<file path="config.mk">
export PLATFORM = sky130hd
export DESIGN_NAME = clic_top
export DESIGN_NICKNAME = d
export VERILOG_FILES = /design/src/rtl/clic_cfg_pkg.sv /design/src/rtl/clic_csr_pkg.sv /design/src/rtl/clic_csr_file.sv /design/src/rtl/clic_ctrl.sv /design/src/rtl/clic_epc_stack.sv /design/src/rtl/clic_prio_select.sv /design/src/rtl/clic_timer.sv /design/src/rtl/clic_top.sv
export SDC_FILE = /design/constraint.sdc
export NUM_CORES = 1
export LEC_CHECK = 0
export ABC_AREA = 1
export BUFFER_PORTS_ARGS = -buffer_cell sky130_fd_sc_hd__buf_2
export CAP_MARGIN = 10
export CELL_PAD_IN_SITES_DETAIL_PLACEMENT = 1
export CELL_PAD_IN_SITES_GLOBAL_PLACEMENT = 1
export CORE_MARGIN = 2
export CORE_UTILIZATION = 40
export DETAILED_ROUTE_END_ITERATION = 16
export PLACE_DENSITY_LB_ADDON = 0.1
export REMOVE_ABC_BUFFERS = 1
export SYNTH_ARGS = -nofsm -noshare
export SYNTH_HDL_FRONTEND = slang
export SYNTH_SLANG_ARGS = --single-unit
</file>
<file path="constraint.sdc">
create_clock -name clk -period 16.66 [get_ports clk]
set_input_delay 2.499 -clock clk [delete_from_list [all_inputs] [get_ports clk]]
set_output_delay 2.499 -clock clk [all_outputs]
set_load 0.02 [all_outputs]
</file>
<file path="src/rtl/clic_cfg_pkg.sv">
// fixed widths and CSR map; vectors hold word addresses, so handler targets are 4-byte aligned
package clic_cfg_pkg;

  typedef logic [31:0] word_t;
  typedef logic [11:0] csr_addr_t;
  typedef logic [31:0] imem_addr_t;
  typedef logic [4:0]  zimm_t;

  // vector table stores the word address of a handler
  typedef logic [29:0] vec_addr_t;

  // id and priority as reported to the core, wide enough for 32 vectors
  typedef logic [7:0] resp_id_t;
  typedef logic [7:0] resp_prio_t;

  localparam csr_addr_t MStatusAddr    = 12'h300;
  localparam csr_addr_t MIntThreshAddr = 12'h347;
  localparam csr_addr_t StackDepthAddr = 12'h350;
  localparam csr_addr_t TimerAddr      = 12'h400;
  // vector k at VecCsrBase + k, entry k at EntryCsrBase + k
  localparam csr_addr_t VecCsrBase     = 12'hb00;
  localparam csr_addr_t EntryCsrBase   = 12'hb20;

  localparam imem_addr_t ReturnPc = '1;
  localparam int         MieBit   = 3;

  // entry layout, priority sits above enable
  localparam int PendBit = 0;
  localparam int EnBit   = 1;
  localparam int PrioLsb = 2;

endpackage

</file>
<file path="src/rtl/clic_csr_pkg.sv">
// CSR request and response types; stacked priority is 8 bits, so PrioWidth must not exceed 8
package clic_csr_pkg;

  typedef enum logic [2:0] {
    CSR_NONE,
    CSR_RW,
    CSR_RS,
    CSR_RC,
    CSR_RWI,
    CSR_RSI,
    CSR_RCI
  } csr_op_t;

  typedef enum logic {
    PC_NORMAL,
    PC_INTERRUPT
  } pc_sel_t;

  // request from the core, acts at the next edge
  typedef struct packed {
    logic                    enable;
    clic_cfg_pkg::csr_addr_t addr;
    csr_op_t                 op;
    clic_cfg_pkg::zimm_t     zimm;
    clic_cfg_pkg::word_t     data;
  } csr_req_t;

  // decision handed to the core in the same cycle
  typedef struct packed {
    logic                     irq;
    logic                     tail_chain;
    pc_sel_t                  pc_sel;
    clic_cfg_pkg::imem_addr_t addr;
    clic_cfg_pkg::resp_id_t   id;
    clic_cfg_pkg::resp_prio_t prio;
  } irq_resp_t;

  // interrupted pc with the threshold to restore on return
  typedef struct packed {
    clic_cfg_pkg::imem_addr_t pc;
    clic_cfg_pkg::resp_prio_t prio;
  } stack_entry_t;

  function automatic logic csr_wr(csr_req_t req, clic_cfg_pkg::csr_addr_t addr);
    return req.enable && (req.op != CSR_NONE) && (req.addr == addr);
  endfunction

  // read-modify-write rule shared by every CSR
  function automatic clic_cfg_pkg::word_t csr_rmw(csr_req_t req, clic_cfg_pkg::word_t old);
    clic_cfg_pkg::word_t src;
    src = (req.op inside {CSR_RWI, CSR_RSI, CSR_RCI}) ?
          clic_cfg_pkg::word_t'(req.zimm) : req.data;
    case (req.op)
      CSR_RW, CSR_RWI: return src;
      CSR_RS, CSR_RSI: return old | src;
      CSR_RC, CSR_RCI: return old & ~src;
      default:         return old;
    endcase
  endfunction

endpackage

</file>
<file path="src/rtl/clic_csr_file.sv">
// CSR registers; the last entry follows irq_i and cannot be written while status holds only MIE
module clic_csr_file #(
  parameter int VecSize   = 8,
  parameter int PrioWidth = 3
) (
  input  logic                                  clk,
  input  logic                                  rst_n_i,
  input  clic_csr_pkg::csr_req_t                csr_req_i,
  input  logic                                  timer_pend_i,
  input  logic                                  pend_clr_i,
  input  logic [$clog2(VecSize)-1:0]            pend_clr_idx_i,
  input  logic                                  thresh_we_i,
  input  logic [PrioWidth-1:0]                  thresh_d_i,
  input  logic [PrioWidth:0]                    level_i,
  input  clic_cfg_pkg::word_t                   timer_rd_i,
  input  logic                                  irq_i,
  output logic [VecSize-1:0][PrioWidth+1:0]     entries_o,
  output clic_cfg_pkg::vec_addr_t [VecSize-1:0] vectors_o,
  output logic [PrioWidth-1:0]                  thresh_o,
  output logic                                  mie_o,
  output clic_cfg_pkg::word_t                   csr_data_o
);

  localparam int EntryWidth = PrioWidth + 2;

  typedef logic [EntryWidth-1:0] entry_t;

  logic                                  mie_q;
  logic                                  mie_nxt;
  logic [PrioWidth-1:0]                  thresh_q;
  logic [PrioWidth-1:0]                  thresh_nxt;
  clic_cfg_pkg::vec_addr_t [VecSize-1:0] vec_q;
  clic_cfg_pkg::vec_addr_t [VecSize-1:0] vec_nxt;
  entry_t [VecSize-2:0]                  entry_q;
  entry_t [VecSize-2:0]                  entry_nxt;
  entry_t                                ext_entry;
  clic_cfg_pkg::word_t                   status_rd;
  clic_cfg_pkg::word_t                   status_wr;

  // external line has top priority and is always enabled
  assign ext_entry = {{PrioWidth{1'b1}}, 1'b1, irq_i};

  always_comb begin
    status_rd = '0;
    status_rd[clic_cfg_pkg::MieBit] = mie_q;
    status_wr = clic_csr_pkg::csr_rmw(csr_req_i, status_rd);
    mie_nxt = mie_q;
    if (clic_csr_pkg::csr_wr(csr_req_i, clic_cfg_pkg::MStatusAddr)) begin
      mie_nxt = status_wr[clic_cfg_pkg::MieBit];
    end
  end

  // hardware threshold update wins over the core
  always_comb begin
    thresh_nxt = thresh_q;
    if (clic_csr_pkg::csr_wr(csr_req_i, clic_cfg_pkg::MIntThreshAddr)) begin
      thresh_nxt = PrioWidth'(clic_csr_pkg::csr_rmw(csr_req_i, clic_cfg_pkg::word_t'(thresh_q)));
    end
    if (thresh_we_i) begin
      thresh_nxt = thresh_d_i;
    end
  end

  always_comb begin
    vec_nxt = vec_q;
    for (int k = 0; k < VecSize; k++) begin
      if (clic_csr_pkg::csr_wr(csr_req_i,
                               clic_cfg_pkg::VecCsrBase + clic_cfg_pkg::csr_addr_t'(k))) begin
        vec_nxt[k] = clic_cfg_pkg::vec_addr_t'(
            clic_csr_pkg::csr_rmw(csr_req_i, clic_cfg_pkg::word_t'(vec_q[k])));
      end
    end
  end

  // pend clear from a take before the timer set so a fresh event is not lost
  always_comb begin
    entry_nxt = entry_q;
    for (int k = 0; k < VecSize - 1; k++) begin
      if (clic_csr_pkg::csr_wr(csr_req_i,
                               clic_cfg_pkg::EntryCsrBase + clic_cfg_pkg::csr_addr_t'(k))) begin
        entry_nxt[k] = entry_t'(
            clic_csr_pkg::csr_rmw(csr_req_i, clic_cfg_pkg::word_t'(entry_q[k])));
      end
      if (pend_clr_i && (int'(pend_clr_idx_i) == k)) begin
        entry_nxt[k][clic_cfg_pkg::PendBit] = 1'b0;
      end
    end
    if (timer_pend_i) begin
      entry_nxt[0][clic_cfg_pkg::PendBit] = 1'b1;
    end
  end

  always_ff @(posedge clk or negedge rst_n_i) begin
    if (!rst_n_i) begin
      mie_q    <= 1'b0;
      thresh_q <= '0;
      vec_q    <= '0;
      entry_q  <= '0;
    end else begin
      mie_q    <= mie_nxt;
      thresh_q <= thresh_nxt;
      vec_q    <= vec_nxt;
      entry_q  <= entry_nxt;
    end
  end

  assign entries_o = {ext_entry, entry_q};
  assign vectors_o = vec_q;
  assign thresh_o  = thresh_q;
  assign mie_o     = mie_q;

  // read mux with unknown addresses reading zero
  always_comb begin
    csr_data_o = '0;
    if (csr_req_i.addr == clic_cfg_pkg::MStatusAddr) begin
      csr_data_o = status_rd;
    end else if (csr_req_i.addr == clic_cfg_pkg::MIntThreshAddr) begin
      csr_data_o = clic_cfg_pkg::word_t'(thresh_q);
    end else if (csr_req_i.addr == clic_cfg_pkg::TimerAddr) begin
      csr_data_o = timer_rd_i;
    end else if (csr_req_i.addr == clic_cfg_pkg::StackDepthAddr) begin
      csr_data_o = clic_cfg_pkg::word_t'(level_i);
    end else begin
      for (int k = 0; k < VecSize; k++) begin
        if (csr_req_i.addr == clic_cfg_pkg::VecCsrBase + clic_cfg_pkg::csr_addr_t'(k)) begin
          csr_data_o = clic_cfg_pkg::word_t'(vec_q[k]);
        end
        if (csr_req_i.addr == clic_cfg_pkg::EntryCsrBase + clic_cfg_pkg::csr_addr_t'(k)) begin
          csr_data_o = clic_cfg_pkg::word_t'(entries_o[k]);
        end
      end
    end
  end

endmodule

</file>
<file path="src/rtl/clic_ctrl.sv">
// combinational decision; the core must follow it in the same cycle, there is no handshake
module clic_ctrl #(
  parameter int VecSize   = 8,
  parameter int PrioWidth = 3
) (
  input  clic_cfg_pkg::imem_addr_t   pc_i,
  input  logic                       irq_i,
  input  logic                       mie_i,
  input  logic [PrioWidth-1:0]       thresh_i,
  input  logic                       sel_valid_i,
  input  logic [$clog2(VecSize)-1:0] sel_idx_i,
  input  logic [PrioWidth-1:0]       sel_prio_i,
  input  clic_cfg_pkg::vec_addr_t    sel_vec_i,
  input  clic_csr_pkg::stack_entry_t stack_top_i,
  output logic                       push_o,
  output logic                       pop_o,
  output logic                       thresh_we_o,
  output logic [PrioWidth-1:0]       thresh_d_o,
  output logic                       pend_clr_o,
  output logic [$clog2(VecSize)-1:0] pend_clr_idx_o,
  output clic_csr_pkg::irq_resp_t    resp_o
);

  logic at_return;
  logic take;

  assign at_return      = (pc_i == clic_cfg_pkg::ReturnPc);
  assign pend_clr_idx_o = sel_idx_i;

  always_comb begin
    take        = 1'b0;
    push_o      = 1'b0;
    pop_o       = 1'b0;
    thresh_we_o = 1'b0;
    thresh_d_o  = '0;
    resp_o      = '{irq:        1'b0,
                    tail_chain: 1'b0,
                    pc_sel:     clic_csr_pkg::PC_NORMAL,
                    addr:       pc_i,
                    id:         '0,
                    prio:       clic_cfg_pkg::resp_prio_t'(thresh_i)};

    if (!mie_i && !irq_i) begin
      // globally masked, keep running
      take = 1'b0;
    end else if ((sel_prio_i > thresh_i) || irq_i) begin
      take   = 1'b1;
      push_o = 1'b1;
    end else if (at_return && sel_valid_i) begin
      // tail chain, the stacked context stays
      take              = 1'b1;
      resp_o.tail_chain = 1'b1;
    end else if (at_return) begin
      pop_o         = 1'b1;
      thresh_we_o   = 1'b1;
      thresh_d_o    = PrioWidth'(stack_top_i.prio);
      resp_o.pc_sel = clic_csr_pkg::PC_INTERRUPT;
      resp_o.addr   = stack_top_i.pc;
      resp_o.prio   = stack_top_i.prio;
    end

    if (take) begin
      thresh_we_o   = 1'b1;
      thresh_d_o    = sel_prio_i;
      resp_o.irq    = 1'b1;
      resp_o.pc_sel = clic_csr_pkg::PC_INTERRUPT;
      // word address to byte address
      resp_o.addr   = {sel_vec_i, 2'b00};
      resp_o.id     = clic_cfg_pkg::resp_id_t'(sel_idx_i);
      resp_o.prio   = clic_cfg_pkg::resp_prio_t'(sel_prio_i);
    end
  end

  assign pend_clr_o = take;

endmodule

</file>
<file path="src/rtl/clic_epc_stack.sv">
// pc and threshold stack of depth 2**PrioWidth; push when full and pop when empty are dropped
module clic_epc_stack #(
  parameter int PrioWidth = 3
) (
  input  logic                       clk,
  input  logic                       rst_n_i,
  input  logic                       push_i,
  input  logic                       pop_i,
  input  clic_csr_pkg::stack_entry_t data_i,
  output clic_csr_pkg::stack_entry_t top_o,
  output logic [PrioWidth:0]         level_o
);

  localparam int Depth = 2 ** PrioWidth;

  clic_csr_pkg::stack_entry_t mem_q [Depth];
  logic [PrioWidth:0]         level_q;
  logic [PrioWidth-1:0]       top_idx;
  logic                       full;
  logic                       empty;

  assign full    = (level_q == (PrioWidth + 1)'(Depth));
  assign empty   = (level_q == '0);
  assign top_idx = PrioWidth'(level_q - 1'b1);

  always_ff @(posedge clk) begin
    if (push_i && !full) begin
      mem_q[level_q[PrioWidth-1:0]] <= data_i;
    end
  end

  always_ff @(posedge clk or negedge rst_n_i) begin
    if (!rst_n_i) begin
      level_q <= '0;
    end else if (push_i && !full) begin
      level_q <= level_q + 1'b1;
    end else if (pop_i && !empty) begin
      level_q <= level_q - 1'b1;
    end
  end

  assign top_o   = mem_q[top_idx];
  assign level_o = level_q;

endmodule

</file>
<file path="src/rtl/clic_prio_select.sv">
// finds the winning vector; with nothing valid the priority output equals the threshold
module clic_prio_select #(
  parameter int VecSize   = 8,
  parameter int PrioWidth = 3
) (
  input  logic [VecSize-1:0][PrioWidth+1:0]     entries_i,
  input  clic_cfg_pkg::vec_addr_t [VecSize-1:0] vectors_i,
  input  logic [PrioWidth-1:0]                  thresh_i,
  input  logic                                  irq_i,
  output logic                                  valid_o,
  output logic [$clog2(VecSize)-1:0]            idx_o,
  output logic [PrioWidth-1:0]                  prio_o,
  output clic_cfg_pkg::vec_addr_t               vec_o
);

  localparam int IdxWidth = $clog2(VecSize);
  localparam int Last     = VecSize - 1;

  logic [PrioWidth-1:0] prio_k;
  logic                 en_k;
  logic                 pend_k;

  // chain from index 0 upward, >= lets the higher index win a tie
  always_comb begin
    valid_o = 1'b0;
    idx_o   = '0;
    prio_o  = thresh_i;
    vec_o   = '0;
    prio_k  = '0;
    en_k    = 1'b0;
    pend_k  = 1'b0;
    for (int k = 0; k < VecSize; k++) begin
      if (k == Last) begin
        // external line
        prio_k = '1;
        en_k   = 1'b1;
        pend_k = irq_i;
      end else begin
        prio_k = entries_i[k][clic_cfg_pkg::PrioLsb +: PrioWidth];
        en_k   = entries_i[k][clic_cfg_pkg::EnBit];
        pend_k = entries_i[k][clic_cfg_pkg::PendBit];
      end
      if (en_k && pend_k && (prio_k >= prio_o)) begin
        valid_o = 1'b1;
        idx_o   = IdxWidth'(k);
        prio_o  = prio_k;
        vec_o   = vectors_i[k];
      end
    end
  end

endmodule

</file>
<file path="src/rtl/clic_timer.sv">
// compare timer; a zero compare disables the pend, and writing the compare restarts the count
module clic_timer (
  input  logic                   clk,
  input  logic                   rst_n_i,
  input  clic_csr_pkg::csr_req_t csr_req_i,
  output logic                   pend_o,
  output clic_cfg_pkg::word_t    timer_rd_o
);

  clic_cfg_pkg::word_t cnt_q;
  clic_cfg_pkg::word_t cmp_q;
  logic                cmp_we;

  assign cmp_we = clic_csr_pkg::csr_wr(csr_req_i, clic_cfg_pkg::TimerAddr);

  // one cycle pulse, the counter restarts on the next edge
  assign pend_o = (cmp_q != '0) && (cnt_q == cmp_q);

  always_ff @(posedge clk or negedge rst_n_i) begin
    if (!rst_n_i) begin
      cnt_q <= '0;
      cmp_q <= '0;
    end else begin
      if (cmp_we) begin
        cmp_q <= clic_csr_pkg::csr_rmw(csr_req_i, cmp_q);
        cnt_q <= '0;
      end else if (pend_o) begin
        cnt_q <= '0;
      end else begin
        cnt_q <= cnt_q + 1'b1;
      end
    end
  end

  assign timer_rd_o = cmp_q;

endmodule

</file>
<file path="src/rtl/clic_top.sv">
// interrupt controller top; VecSize up to 32 with the last vector on irq_i, PrioWidth up to 8
module clic_top #(
  parameter int VecSize   = 8,
  parameter int PrioWidth = 3
) (
  input  logic                     clk,
  input  logic                     rst_n_i,
  input  clic_csr_pkg::csr_req_t   csr_req_i,
  input  clic_cfg_pkg::imem_addr_t pc_i,
  input  logic                     irq_i,
  output clic_cfg_pkg::word_t      csr_data_o,
  output clic_csr_pkg::irq_resp_t  resp_o,
  output logic [PrioWidth:0]       level_o
);

  localparam int IdxWidth = $clog2(VecSize);

  logic                                  timer_pend;
  clic_cfg_pkg::word_t                   timer_rd;
  logic [VecSize-1:0][PrioWidth+1:0]     entries;
  clic_cfg_pkg::vec_addr_t [VecSize-1:0] vectors;
  logic [PrioWidth-1:0]                  thresh;
  logic                                  mie;
  logic                                  sel_valid;
  logic [IdxWidth-1:0]                   sel_idx;
  logic [PrioWidth-1:0]                  sel_prio;
  clic_cfg_pkg::vec_addr_t               sel_vec;
  logic                                  push;
  logic                                  pop;
  clic_csr_pkg::stack_entry_t            push_data;
  clic_csr_pkg::stack_entry_t            stack_top;
  logic                                  thresh_we;
  logic [PrioWidth-1:0]                  thresh_d;
  logic                                  pend_clr;
  logic [IdxWidth-1:0]                   pend_clr_idx;

  // interrupted pc with the threshold it ran at
  assign push_data = '{pc: pc_i, prio: clic_cfg_pkg::resp_prio_t'(thresh)};

  clic_timer u_timer (
    .clk,
    .rst_n_i,
    .csr_req_i,
    .pend_o     (timer_pend),
    .timer_rd_o (timer_rd)
  );

  clic_csr_file #(.VecSize(VecSize), .PrioWidth(PrioWidth)) u_csr_file (
    .clk,
    .rst_n_i,
    .csr_req_i,
    .timer_pend_i   (timer_pend),
    .pend_clr_i     (pend_clr),
    .pend_clr_idx_i (pend_clr_idx),
    .thresh_we_i    (thresh_we),
    .thresh_d_i     (thresh_d),
    .level_i        (level_o),
    .timer_rd_i     (timer_rd),
    .irq_i,
    .entries_o      (entries),
    .vectors_o      (vectors),
    .thresh_o       (thresh),
    .mie_o          (mie),
    .csr_data_o
  );

  clic_prio_select #(.VecSize(VecSize), .PrioWidth(PrioWidth)) u_prio_select (
    .entries_i (entries),
    .vectors_i (vectors),
    .thresh_i  (thresh),
    .irq_i,
    .valid_o   (sel_valid),
    .idx_o     (sel_idx),
    .prio_o    (sel_prio),
    .vec_o     (sel_vec)
  );

  clic_epc_stack #(.PrioWidth(PrioWidth)) u_epc_stack (
    .clk,
    .rst_n_i,
    .push_i  (push),
    .pop_i   (pop),
    .data_i  (push_data),
    .top_o   (stack_top),
    .level_o
  );

  clic_ctrl #(.VecSize(VecSize), .PrioWidth(PrioWidth)) u_ctrl (
    .pc_i,
    .irq_i,
    .mie_i          (mie),
    .thresh_i       (thresh),
    .sel_valid_i    (sel_valid),
    .sel_idx_i      (sel_idx),
    .sel_prio_i     (sel_prio),
    .sel_vec_i      (sel_vec),
    .stack_top_i    (stack_top),
    .push_o         (push),
    .pop_o          (pop),
    .thresh_we_o    (thresh_we),
    .thresh_d_o     (thresh_d),
    .pend_clr_o     (pend_clr),
    .pend_clr_idx_o (pend_clr_idx),
    .resp_o
  );

endmodule

</file>
== Yosys cells after proc, flatten, opt, wreduce, memory -nomap -nowiden ==
Memories as Yosys holds them, arrays and structs flattened.
Cells that the tools add are included.
Storage, ports and cells
  memories kept: 1
  RAM bits: 280
  input bits: 88
  word-level logic and storage cells: 332
  flip-flop bits (word level): 347
  output and inout bits: 87
Memories
  u_epc_stack.mem_q: words 8, bits a word 35, read ports 1, clocked after memory_dff 0, wr ports 1, RTL line clic_epc_stack.sv:16  | clic_csr_pkg::stack_entry_t mem_q [Depth];
Operators by class
  reductions and logical operators: 102
  bitwise gates (word level): 37
  add/sub/neg operators: 3
  magnitude comparators: 9
  multiplexer cells: 118
  eq/ne operators: 35
Operator list (count)
  $mux 30: 24
  $pmux 30 s3: 8
  $and 30x30->30: 8
  $or 30x30->30: 8
  $mux 32: 7
  $eq 12x12->1 const B: 16
  $pmux 5 s3: 7
  $pmux 32 s3: 1
  $mux 34: 2
  $mux 33: 2
  $mux 3: 19
  $reduce_and 2->1: 25
  $mux 49: 1
  $logic_and 1x1->1: 46
  $mux 1: 37
  $eq 12x10->1 const B: 3
  $and 5x5->5: 7
  $or 5x5->5: 7
  $add 32x1->32 const B: 1
  $and 32x32->32: 1
  $eq 32x32->1: 1
  $eq 32x32->1 const B: 1
  $mux 8: 4
  $not 32->32: 1
  29 further kinds: 67

== Logic depth before layout (Yosys ltp) ==
Gate-level depths: netlist of run 1.
  word-level depth: 31
  depth in mapped cells: 77
  mapped depth without buffers: 72

== Cells and area by module ==
From an unflattened synthesis of run 1, not the netlist that was laid out.
Unflattened totals
  cells, all modules: 4485
  area, all modules: 36238.5 sq um
Modules (own cells, without submodules)
  clic_csr_file: area each 14285.0 sq um, times used 1, seq. area each 6981.7 sq um, cells an instance 1816
  clic_epc_stack: area each 12884.9 sq um, times used 1, seq. area each 9709.3 sq um, cells an instance 1033
  clic_timer: area each 4374.2 sq um, times used 1, seq. area each 1601.5 sq um, cells an instance 637
  clic_prio_select: area each 3323.2 sq um, times used 1, seq. area each 0.0 sq um, cells an instance 698
  clic_ctrl: area each 1367.6 sq um, times used 1, seq. area each 0.0 sq um, cells an instance 300
  clic_top: area each 3.8 sq um, times used 1, seq. area each 0.0 sq um, cells an instance 1

== Least setup slack after synthesis of run 1 ==
Ideal clock, no wire load.
  path kind: register -> register
  start: register u_csr_file.thresh_q[2], in the netlist u_csr_file.thresh_o[2]
  end: register u_epc_stack.level_q[3], in the netlist u_epc_stack.level_o[3]
  setup slack: 4774 ps
  period minus slack after synthesis: 11886 ps
  required time: 16543 ps
  library setup time: 117 ps
  arrival: 11768 ps
  stages on the path, launching flop included: 71
  buffers on the path: 6
  cell sequence: dfrtp_1 > inv_1 > ha_1 > a21oi_1 > nand2_2 > nand2_4 > nand2_1 > o21ai_0 > ha_1 > nor2_1 > nand2_1 > nand3_2 > nand3_2 > nand2_2 > clkbuf_1 > o21ai_0 > ha_1 > nor2_1 > [... 35 more ...] > o211ai_1 > nand2_1 > clkinv_1 > nand2_1 > nand3_1 > ha_1 > nand2_1 > o21ai_0 > a21oi_1 > inv_1 > nand2_1 > a31oi_1 > nand2_1 > nor3_1 > o21bai_1 > nand2_1 > nand2_1 > nand2_1
Between the ends
  word-level cells in the longest chain between the ends: 30
  elaborated cells between the ends (all ways): 44
  classes of those cells: order compare (9); mux (22); reduce/logical (13)
Ends and longest elaborated chain
  from (decl): RTL line clic_csr_file.sv:30  | logic [PrioWidth-1:0] thresh_q;
  from (signal assigned): RTL line clic_csr_file.sv:101  | thresh_q <= thresh_nxt;
  $ge 3x3->1: RTL line clic_prio_select.sv:43  | if (en_k && pend_k && (prio_k >= prio_o)) begin
  $logic_and 1x1->1: RTL line clic_prio_select.sv:43
  $mux 3: RTL line clic_prio_select.sv:43
  $ge 3x3->1: RTL line clic_prio_select.sv:43
  $logic_and 1x1->1: RTL line clic_prio_select.sv:43
  $mux 3: RTL line clic_prio_select.sv:43
  $ge 3x3->1: RTL line clic_prio_select.sv:43
  $logic_and 1x1->1: RTL line clic_prio_select.sv:43
  [... 14 more ...]
  $logic_and 1x1->1: RTL line clic_prio_select.sv:43
  $mux 3 or $mux 1 (tied branches): RTL line clic_prio_select.sv:43
  $gt 3x3->1 or $logic_and 1x1->1 (tied branches): RTL line clic_ctrl.sv:46, clic_ctrl.sv:49
  $logic_or 1x1->1 or $mux 1 (tied branches): RTL line clic_ctrl.sv:46, clic_ctrl.sv:49
  $mux 1: RTL line clic_ctrl.sv:46  | end else if ((sel_prio_i > thresh_i) || irq_i) begin
  $mux 1: RTL line clic_ctrl.sv:43  | if (!mie_i && !irq_i) begin
  $logic_and 1x1->1 (on tied branches): RTL line clic_epc_stack.sv:35, clic_epc_stack.sv:37
  $mux 4 or $reduce_bool 2->1 (tied branches)
  to (signal assigned): RTL line clic_epc_stack.sv:36  | level_q <= level_q + 1'b1;
  to (signal assigned): RTL line clic_epc_stack.sv:38  | level_q <= level_q - 1'b1;
  to (decl): RTL line clic_epc_stack.sv:17  | logic [PrioWidth:0] level_q;
Parallel ways exist; a longest one is shown, timed or not.
A chain may end at the register's enable or synchronous reset.

==> parameters.txt, run 1 <==
Parameter                              Value

Clocking
  CTS Root Cell    clkbuf_16
  CTS resizes    0
  H-tree Lvls    3
  Number of buffers added by the clock tree synthesis step    75
  Latest clock arrival within the worst-skew pair    0.63 ns
  CTS tree    done
  Buffer levels on the longest clock path    3
  Post-CTS Hold Fix Bufs    0
  Setup Fix Bufs, Post-CTS    0
  Clock-pin slew reported for the worst setup and hold paths after clock tree synthesis    0.06 ns
  CTS sink cnt    627

Floorplan
  Standard-cell rows    approximately 100
  Height of the die    ~290 microns
  # IOs    175
  Core Area    approximately 0.080 sq mm
  Total Die Area    between 0.08 and 0.09 sq mm
  Starting utilization of the core area    0.403
  Width of the die    288 microns

Yosys
  Syn Inst Count    approximately 3700
  Sequential fraction of the synthesis area    0.529
  Commonest register cell after synthesis    dfrtp_1
  Syn Std Cell Area    0.0323 sq mm
  Number of distinct library cells after synthesis    56
  Share of synthesized registers carrying an async set or reset    0.553
  Synthesis-stage register bit count    between 600 and 700
  Yosys warns    0
  Post-Synthesis Mean Instance Area    around 9 sq um
  Number of enable-type register cells in the synthesized netlist    280

Power
  Sequential Power Share    0.374
  Proportion of total power due to net switching    0.366
  Combinational Power Share    0.295
  Power Internal    3290 uW
  Clock network power share    0.331
  Leakage power total    0.0148 uW
  Switching Power    between 1500 and 2000 uW
  Maximum VDD drop    95.8 uV
  Areal power density over the cells    142 mW/mm^2

STA
  Worst slew margin relative to its limit    0.106
  Transition time at the pin with the least slew margin    1.33 ns
  Final Hold Viols    0
  Final critical-path share of the clock period    0.903
  Unrepaired setup endpoints after global routing    false
  Setup TNS    0 ns
  Number of max-slew violations in the final report    0
  Fmax    66.5 MHz
  Worst Skew    0.0137 ns
  Setup violators final    0
  Final critical-path required period    15.05 ns

Route
  Post-route ant nets    0
  Vias post-DR    approximately 30000
  Post-DR vias/cell    6.13
  Total DRC errors in the routed layout    0
  Avg WL per Cell    27.9 microns
  Post-detailed-routing wire length    approximately 130 mm
  DRT iter0 DRCs    2428
  Number of iterations in the first detailed-routing pass    5

Global routing
  GR Overflow Total    0
  Initial antenna violation count    4
  Via count of the first global-routing pass    30200
  GRT Total Usage    0.323
  Largest net degree at the start of global routing    104
  Wire length of the first global-routing pass    200 mm

Place
  Half-perimeter wire length after detailed placement    86.7 mm
  Placed cell area    0.0341 sq mm
  Total of buffers placed on input and output ports    164
  Last weighted congestion value of the routability-driven placer    0.959

Cells and area
  Multi-input gate area in the final layout    0.0132 sq mm
  Final Cell Area    0.0366 sq mm
  Most frequent standard cell in the layout excluding fill and tap cells    o21ai_0
  Number of fillers in the final layout    9229
  Net count reported at finish    3823
  Ratio of cells with drive above 1 in the final layout    0.114
  Register area    0.0171 sq mm
  Highest-count cells in the layout ignoring fill and taps    906 x o21ai_0, 360 x nand2_1, 346 x dfrtp_1
  Area growth from synthesis to final layout    13.3%

Worst setup path
  Delay contributed by the slowest stage of the critical path    0.58 ns
  Endpoint required time on the critical path    14.16 ns
  CP Buf/Inv Count    8
  Element type at the critical path start    register
  Highest-delay cell along the critical path    nand4_4
  Worst-path maximum fanout    35
  Top cell family by delay on the critical path    simple AND/OR/NAND/NOR gates
  Critical path endpoint category    output port
  Flop-to-flop setup slack    4.32 ns
  Kind of critical path    reg -> out
  Arrival time at the worst endpoint    12.55 ns

Run status
  Run status    complete, no violations

Worst hold path
  Class of the tightest hold or removal check    reg -> reg

Run
  Max Cap Violations    0
flip-flops by register name (all words and copies together) (netlist names):
| name | flops |
|---|---|
| u_epc_stack.mem_q | 280 |
| u_csr_file.vectors_o | 240 |
| u_csr_file.entries_o | 35 |
| u_timer.cnt_q | 32 |
| u_timer.timer_rd_o | 32 |
| u_epc_stack.level_o | 4 |
| u_csr_file.thresh_o | 3 |
| u_csr_file.mie_o | 1 |
metrics by stage:
stage / hold slack, ns / utilization / worst slack, ns / total power (uW) / std cells
6_report: 0.511 / 0.456 / 1.61 / 5190 / 4836
5_1_grt: 0.524 / 0.456 / 0.515 / 5440 / 4836
4_1_cts: 0.511 / 0.456 / 1.66 / 5220 / 4834
3_5_place_dp: 0.498 / 0.424 / 2.35 / 3500 / 4699
3_3_place_gp: 0.488 / 0.424 / 2.97 / 3440 / 4699
2_1_floorplan: 0.472 / - / 2.29 / 2880 / 3421
logic make-up (layout without fill, tap and decap cells):
family | count (synthesis) | count (layout) | share of synthesized area
DFF | 627 | 627 | 0.529
xor gates and xnor gates | 43 | 43 | 0.0117
other | 1 | 11 | 0.000116
and+or+nand+nor | 885 | 885 | 0.120
AOI/OAI and AO/OA | 1527 | 1527 | 0.265
buffers and inverters | 551 | 665 | 0.0674
adders and majority gates | 18 | 18 | 0.00697
Yosys cell counts (33+ instances only):
master	instances	share of area
dfrtp_1	347	0.27
a31oi_1	50	0.0097
o21ai_0	908	0.14
o211ai_1	122	0.028
nand4_1	42	0.0081
o21ai_1	125	0.019
edfxtp_1	280	0.26
nand2_1	368	0.043
o21a_1	33	0.0077
a21oi_1	131	0.020
clkbuf_1	194	0.023
nor3_1	37	0.0057
o221ai_1	34	0.0092
nor2_1	278	0.032
inv_1	290	0.034
nand3_1	91	0.014
o22ai_1	45	0.0087
power by group through the flow:
stage,registers (uW),logic (uW),clock network [uW]
floorplan,1950,922,0
global placement,1950,1490,0
detailed placement,1970,1530,0
CTS,1940,1540,1740
global route,1960,1680,1800
finish,1940,1530,1720
worst reg2reg max path: cells and delay by family (launching register included):
family / cells / cell delay [ns]
simple gates: 26 / 4.29
buf+inv: 8 / 1.48
flops: 1 / 0.56
compound gates: 17 / 3.14
fa+ha+maj: 8 / 2.47
routing by layer:
layer / vias up / routed length (microns) / GRT usage
met2: 1044 / 61300 / 0.511
li1: 13200 / - / -
met4: 2 / 3750 / 0.0905
met3: 208 / 9830 / 0.0609
met5: - / 12 / 0
met1: 15200 / 60000 / 0.454
cell type report:
type | instances | share of cell area
inverter | 311 | 0.0319
antenna | 1 | 0.0000683
sequential | 627 | 0.467
multi-input combinational | 2483 | 0.361
tap | 1060 | 0.0362
clock inverter | 39 | 0.0136
clock buffer | 96 | 0.0562
timing repair buffer | 219 | 0.0340
path summary, 6_finish.rpt:
check	depth (start not counted)	end	start
setup / recovery	59	resp_o[1]	u_csr_file.thresh_o[2]
hold / removal	2	u_csr_file.entries_o[12]	u_csr_file.entries_o[12]
setup reg to reg	59	u_epc_stack.mem_q[3][30]	u_csr_file.thresh_o[2]
hold reg to reg	2	u_csr_file.entries_o[12]	u_csr_file.entries_o[12]
max in group asynchronous	3	u_epc_stack.level_o[0]	rst_n_i
min in group asynchronous	1	u_timer.cnt_q[22]	rst_n_i
Power figures use the tool's default switching activity.
==> run 2, diff against run 1 <==
--- a/config.mk
+++ b/config.mk
@@ -14,7 +14,6 @@
 export CORE_UTILIZATION = 40
 export DETAILED_ROUTE_END_ITERATION = 16
 export PLACE_DENSITY_LB_ADDON = 0.1
-export REMOVE_ABC_BUFFERS = 1
 export SYNTH_ARGS = -nofsm -noshare
 export SYNTH_HDL_FRONTEND = slang
 export SYNTH_SLANG_ARGS = --single-unit
==> run 2 against run 1 <==
Compared with the run above:
- sequential power barely moved
- die area did not move
- worst hold slack improved by 0.00081 ns
- non-clock buffer count did not move
- highest routed layer is now met4
- combinational power rose by 3%
- largest cell class unchanged
- first-iteration DRC count fell by 1.6%
- cell area fell by 0.35%
- global-route usage fell by 0.15 points
- power fell by 1.8%
- fmax fell by 2.8%
==> parameters.txt, run 2 (synthesis gave the netlist of run 1 again) <==
Parameter                              Value

STA
  Worst Slack Setup Final    1.18 ns
  Fmax    64.6 MHz
  Setup TNS    0 ns
  Final Hold Viols    0
  Number of max-slew violations in the final report    0
  Final critical-path required period    about 15 ns
  Setup violators final    0
  Worst slew margin relative to its limit    0.217
  Final critical-path share of the clock period    0.929
  Transition time at the pin with the least slew margin    1.17 ns
  Unrepaired setup endpoints after global routing    false
  Worst Skew    0.0387 ns

Clocking
  Number of buffers added by the clock tree synthesis step    between 70 and 80
  Clock-pin slew reported for the worst setup and hold paths after clock tree synthesis    0.06 ns
  Buffer levels on the longest clock path    3
  CTS sink cnt    roughly 630
  CTS Root Cell    clkbuf_16
  H-tree Lvls    3
  Latest clock arrival within the worst-skew pair    between 0.6 and 0.7 ns
  CTS tree    done

Global routing
  GRT Total Usage    0.321
  Wire length of the first global-routing pass    200 mm
  Met2 capacity usage during global routing    0.516
  GR Overflow Total    0
  GR Layer Usage met3    0.0539
  GR Util met1    0.427
  Via count of the first global-routing pass    slightly above 30000
  Global route hottest layer    met2
  Largest net degree at the start of global routing    102
  Initial antenna violation count    2

Route
  Post-detailed-routing wire length    135 mm
  Vias post-DR    29900
  Number of iterations in the first detailed-routing pass    5
  Post-route ant nets    0
  DRT iter0 DRCs    2388
  Post-DR vias/cell    6.18
  Total DRC errors in the routed layout    0
  Avg WL per Cell    27.9 microns

Floorplan
  Width of the die    288 microns
  Height of the die    288 microns
  Total Die Area    roughly 0.083 sq mm
  Standard-cell rows    104
  Starting utilization of the core area    0.403
  Core Area    ~0.080 sq mm
  # IOs    ~180

Worst setup path
  Arrival time at the worst endpoint    between 10 and 15 ns
  Critical path endpoint category    output port
  Top cell by count, worst path    ha_1
  Highest-delay cell along the critical path    dfrtp_1
  Endpoint required time on the critical path    about 14 ns
  Delay contributed by the slowest stage of the critical path    slightly below 0.6 ns
  Kind of critical path    reg -> out
  Element type at the critical path start    register
  Worst-path maximum fanout    35

Place
  Number of placed instances with taps included    4698
  Total of buffers placed on input and output ports    around 160
  Placed cell area    0.0341 sq mm
  Last weighted congestion value of the routability-driven placer    0.955
  Post-placement worst setup slack    between 1 and 1.5 ns
  Half-perimeter wire length after detailed placement    ~90 mm

Worst hold path
  Class of the tightest hold or removal check    reg -> reg

Cells and area
  Most frequent standard cell in the layout excluding fill and tap cells    o21ai_0
  Highest-count cells in the layout ignoring fill and taps    906 x o21ai_0, 358 x nand2_1, 346 x dfrtp_1
  Net count reported at finish    3825
  Final core occ    0.455
  Max FFs per register    280
  Number of antenna cells inserted    0
  Number of fillers in the final layout    roughly 9300
  Final Cell Area    about 0.036 sq mm
  Non-filler instance count after layout    4839
  Ratio of cells with drive above 1 in the final layout    0.115
  Area growth from synthesis to final layout    12.9%

Run status
  Run status    complete, no violations

Power
  Areal power density over the cells    140 mW/mm^2
  Maximum VDD drop    around 130 uV
  Leakage power total    0.0147 uW

Run
  Max Cap Violations    0
[run 2: cell types whose count changed in the layout (fill, tap and decap cells not counted), moves of 3 or more]
| cell | before | now |
|---|---|---|
| clkinv_1 | 23 | 20 |
| bufinv_16 | 9 | 0 |
| clkinv_2 | 10 | 16 |
| clkbuf_1 | 12 | 19 |
[run 2: worst paths after layout]
check,start,end,slack (ns),cells after the start
max in group asynchronous,rst_n_i,u_csr_file.vectors_o[72],12.51,3
hold reg to reg,u_csr_file.vectors_o[22],u_csr_file.vectors_o[22],0.51,2
setup / recovery,u_csr_file.thresh_o[2],resp_o[22],1.18,60
hold / removal,u_csr_file.vectors_o[22],u_csr_file.vectors_o[22],0.51,2
min in group asynchronous,rst_n_i,u_csr_file.entries_o[12],1.94,1
setup reg to reg,u_csr_file.thresh_o[2],u_epc_stack.mem_q[1][20],3.20,61
[run 2: repair_timing]
action	CTS	global route
gates resized for setup	0	5
buffers inserted	0	1
setup endpoints to repair	0	36
hold buffers	0	0
[run 2: layout make-up]
cell class / count / area (sq um) / area share
sequential: 627 / 17100 / 0.468
multi-input combinational: 2484 / 13300 / 0.364
clock buffer: 105 / 2130 / 0.0585
tap: 1060 / 1330 / 0.0363
timing repair buffer: 219 / 1260 / 0.0345
inverter: 311 / 1170 / 0.0321
clock inverter: 33 / 235 / 0.00645
[run 2: metal layers]
layer / wire, microns / up-vias
met5: 0 / -
met4: 6510 / 0
met3: 8520 / 305
met2: 62200 / 1062
met1: 57500 / 15300
li1: - / 13200
[run 2: worst max-delay path, delay by kind of cell (launching register included)]
| kind | cells | cell delay (ns) |
|---|---|---|
| AOI/OAI and AO/OA | 19 | 3.40 |
| adders and majority gates | 8 | 2.44 |
| buffers and inverters | 10 | 1.89 |
| DFF | 1 | 0.59 |
| and+or+nand+nor | 23 | 3.96 |
[run 2: metrics by stage]
step	total power, uW	hold WS (ns)
after global routing	5350	0.533
after floorplan	2930	0.472
after detailed placement	3520	0.500
final	5100	0.511
after global placement	3470	0.489
after CTS	5120	0.513
[run 2: report_power, final]
| part | internal, uW | switching (uW) | total, uW |
|---|---|---|---|
| sequential | 1840 | 86.9 | 1930 |
| clock | 902 | 694 | 1600 |
| combinational | 430 | 1140 | 1570 |
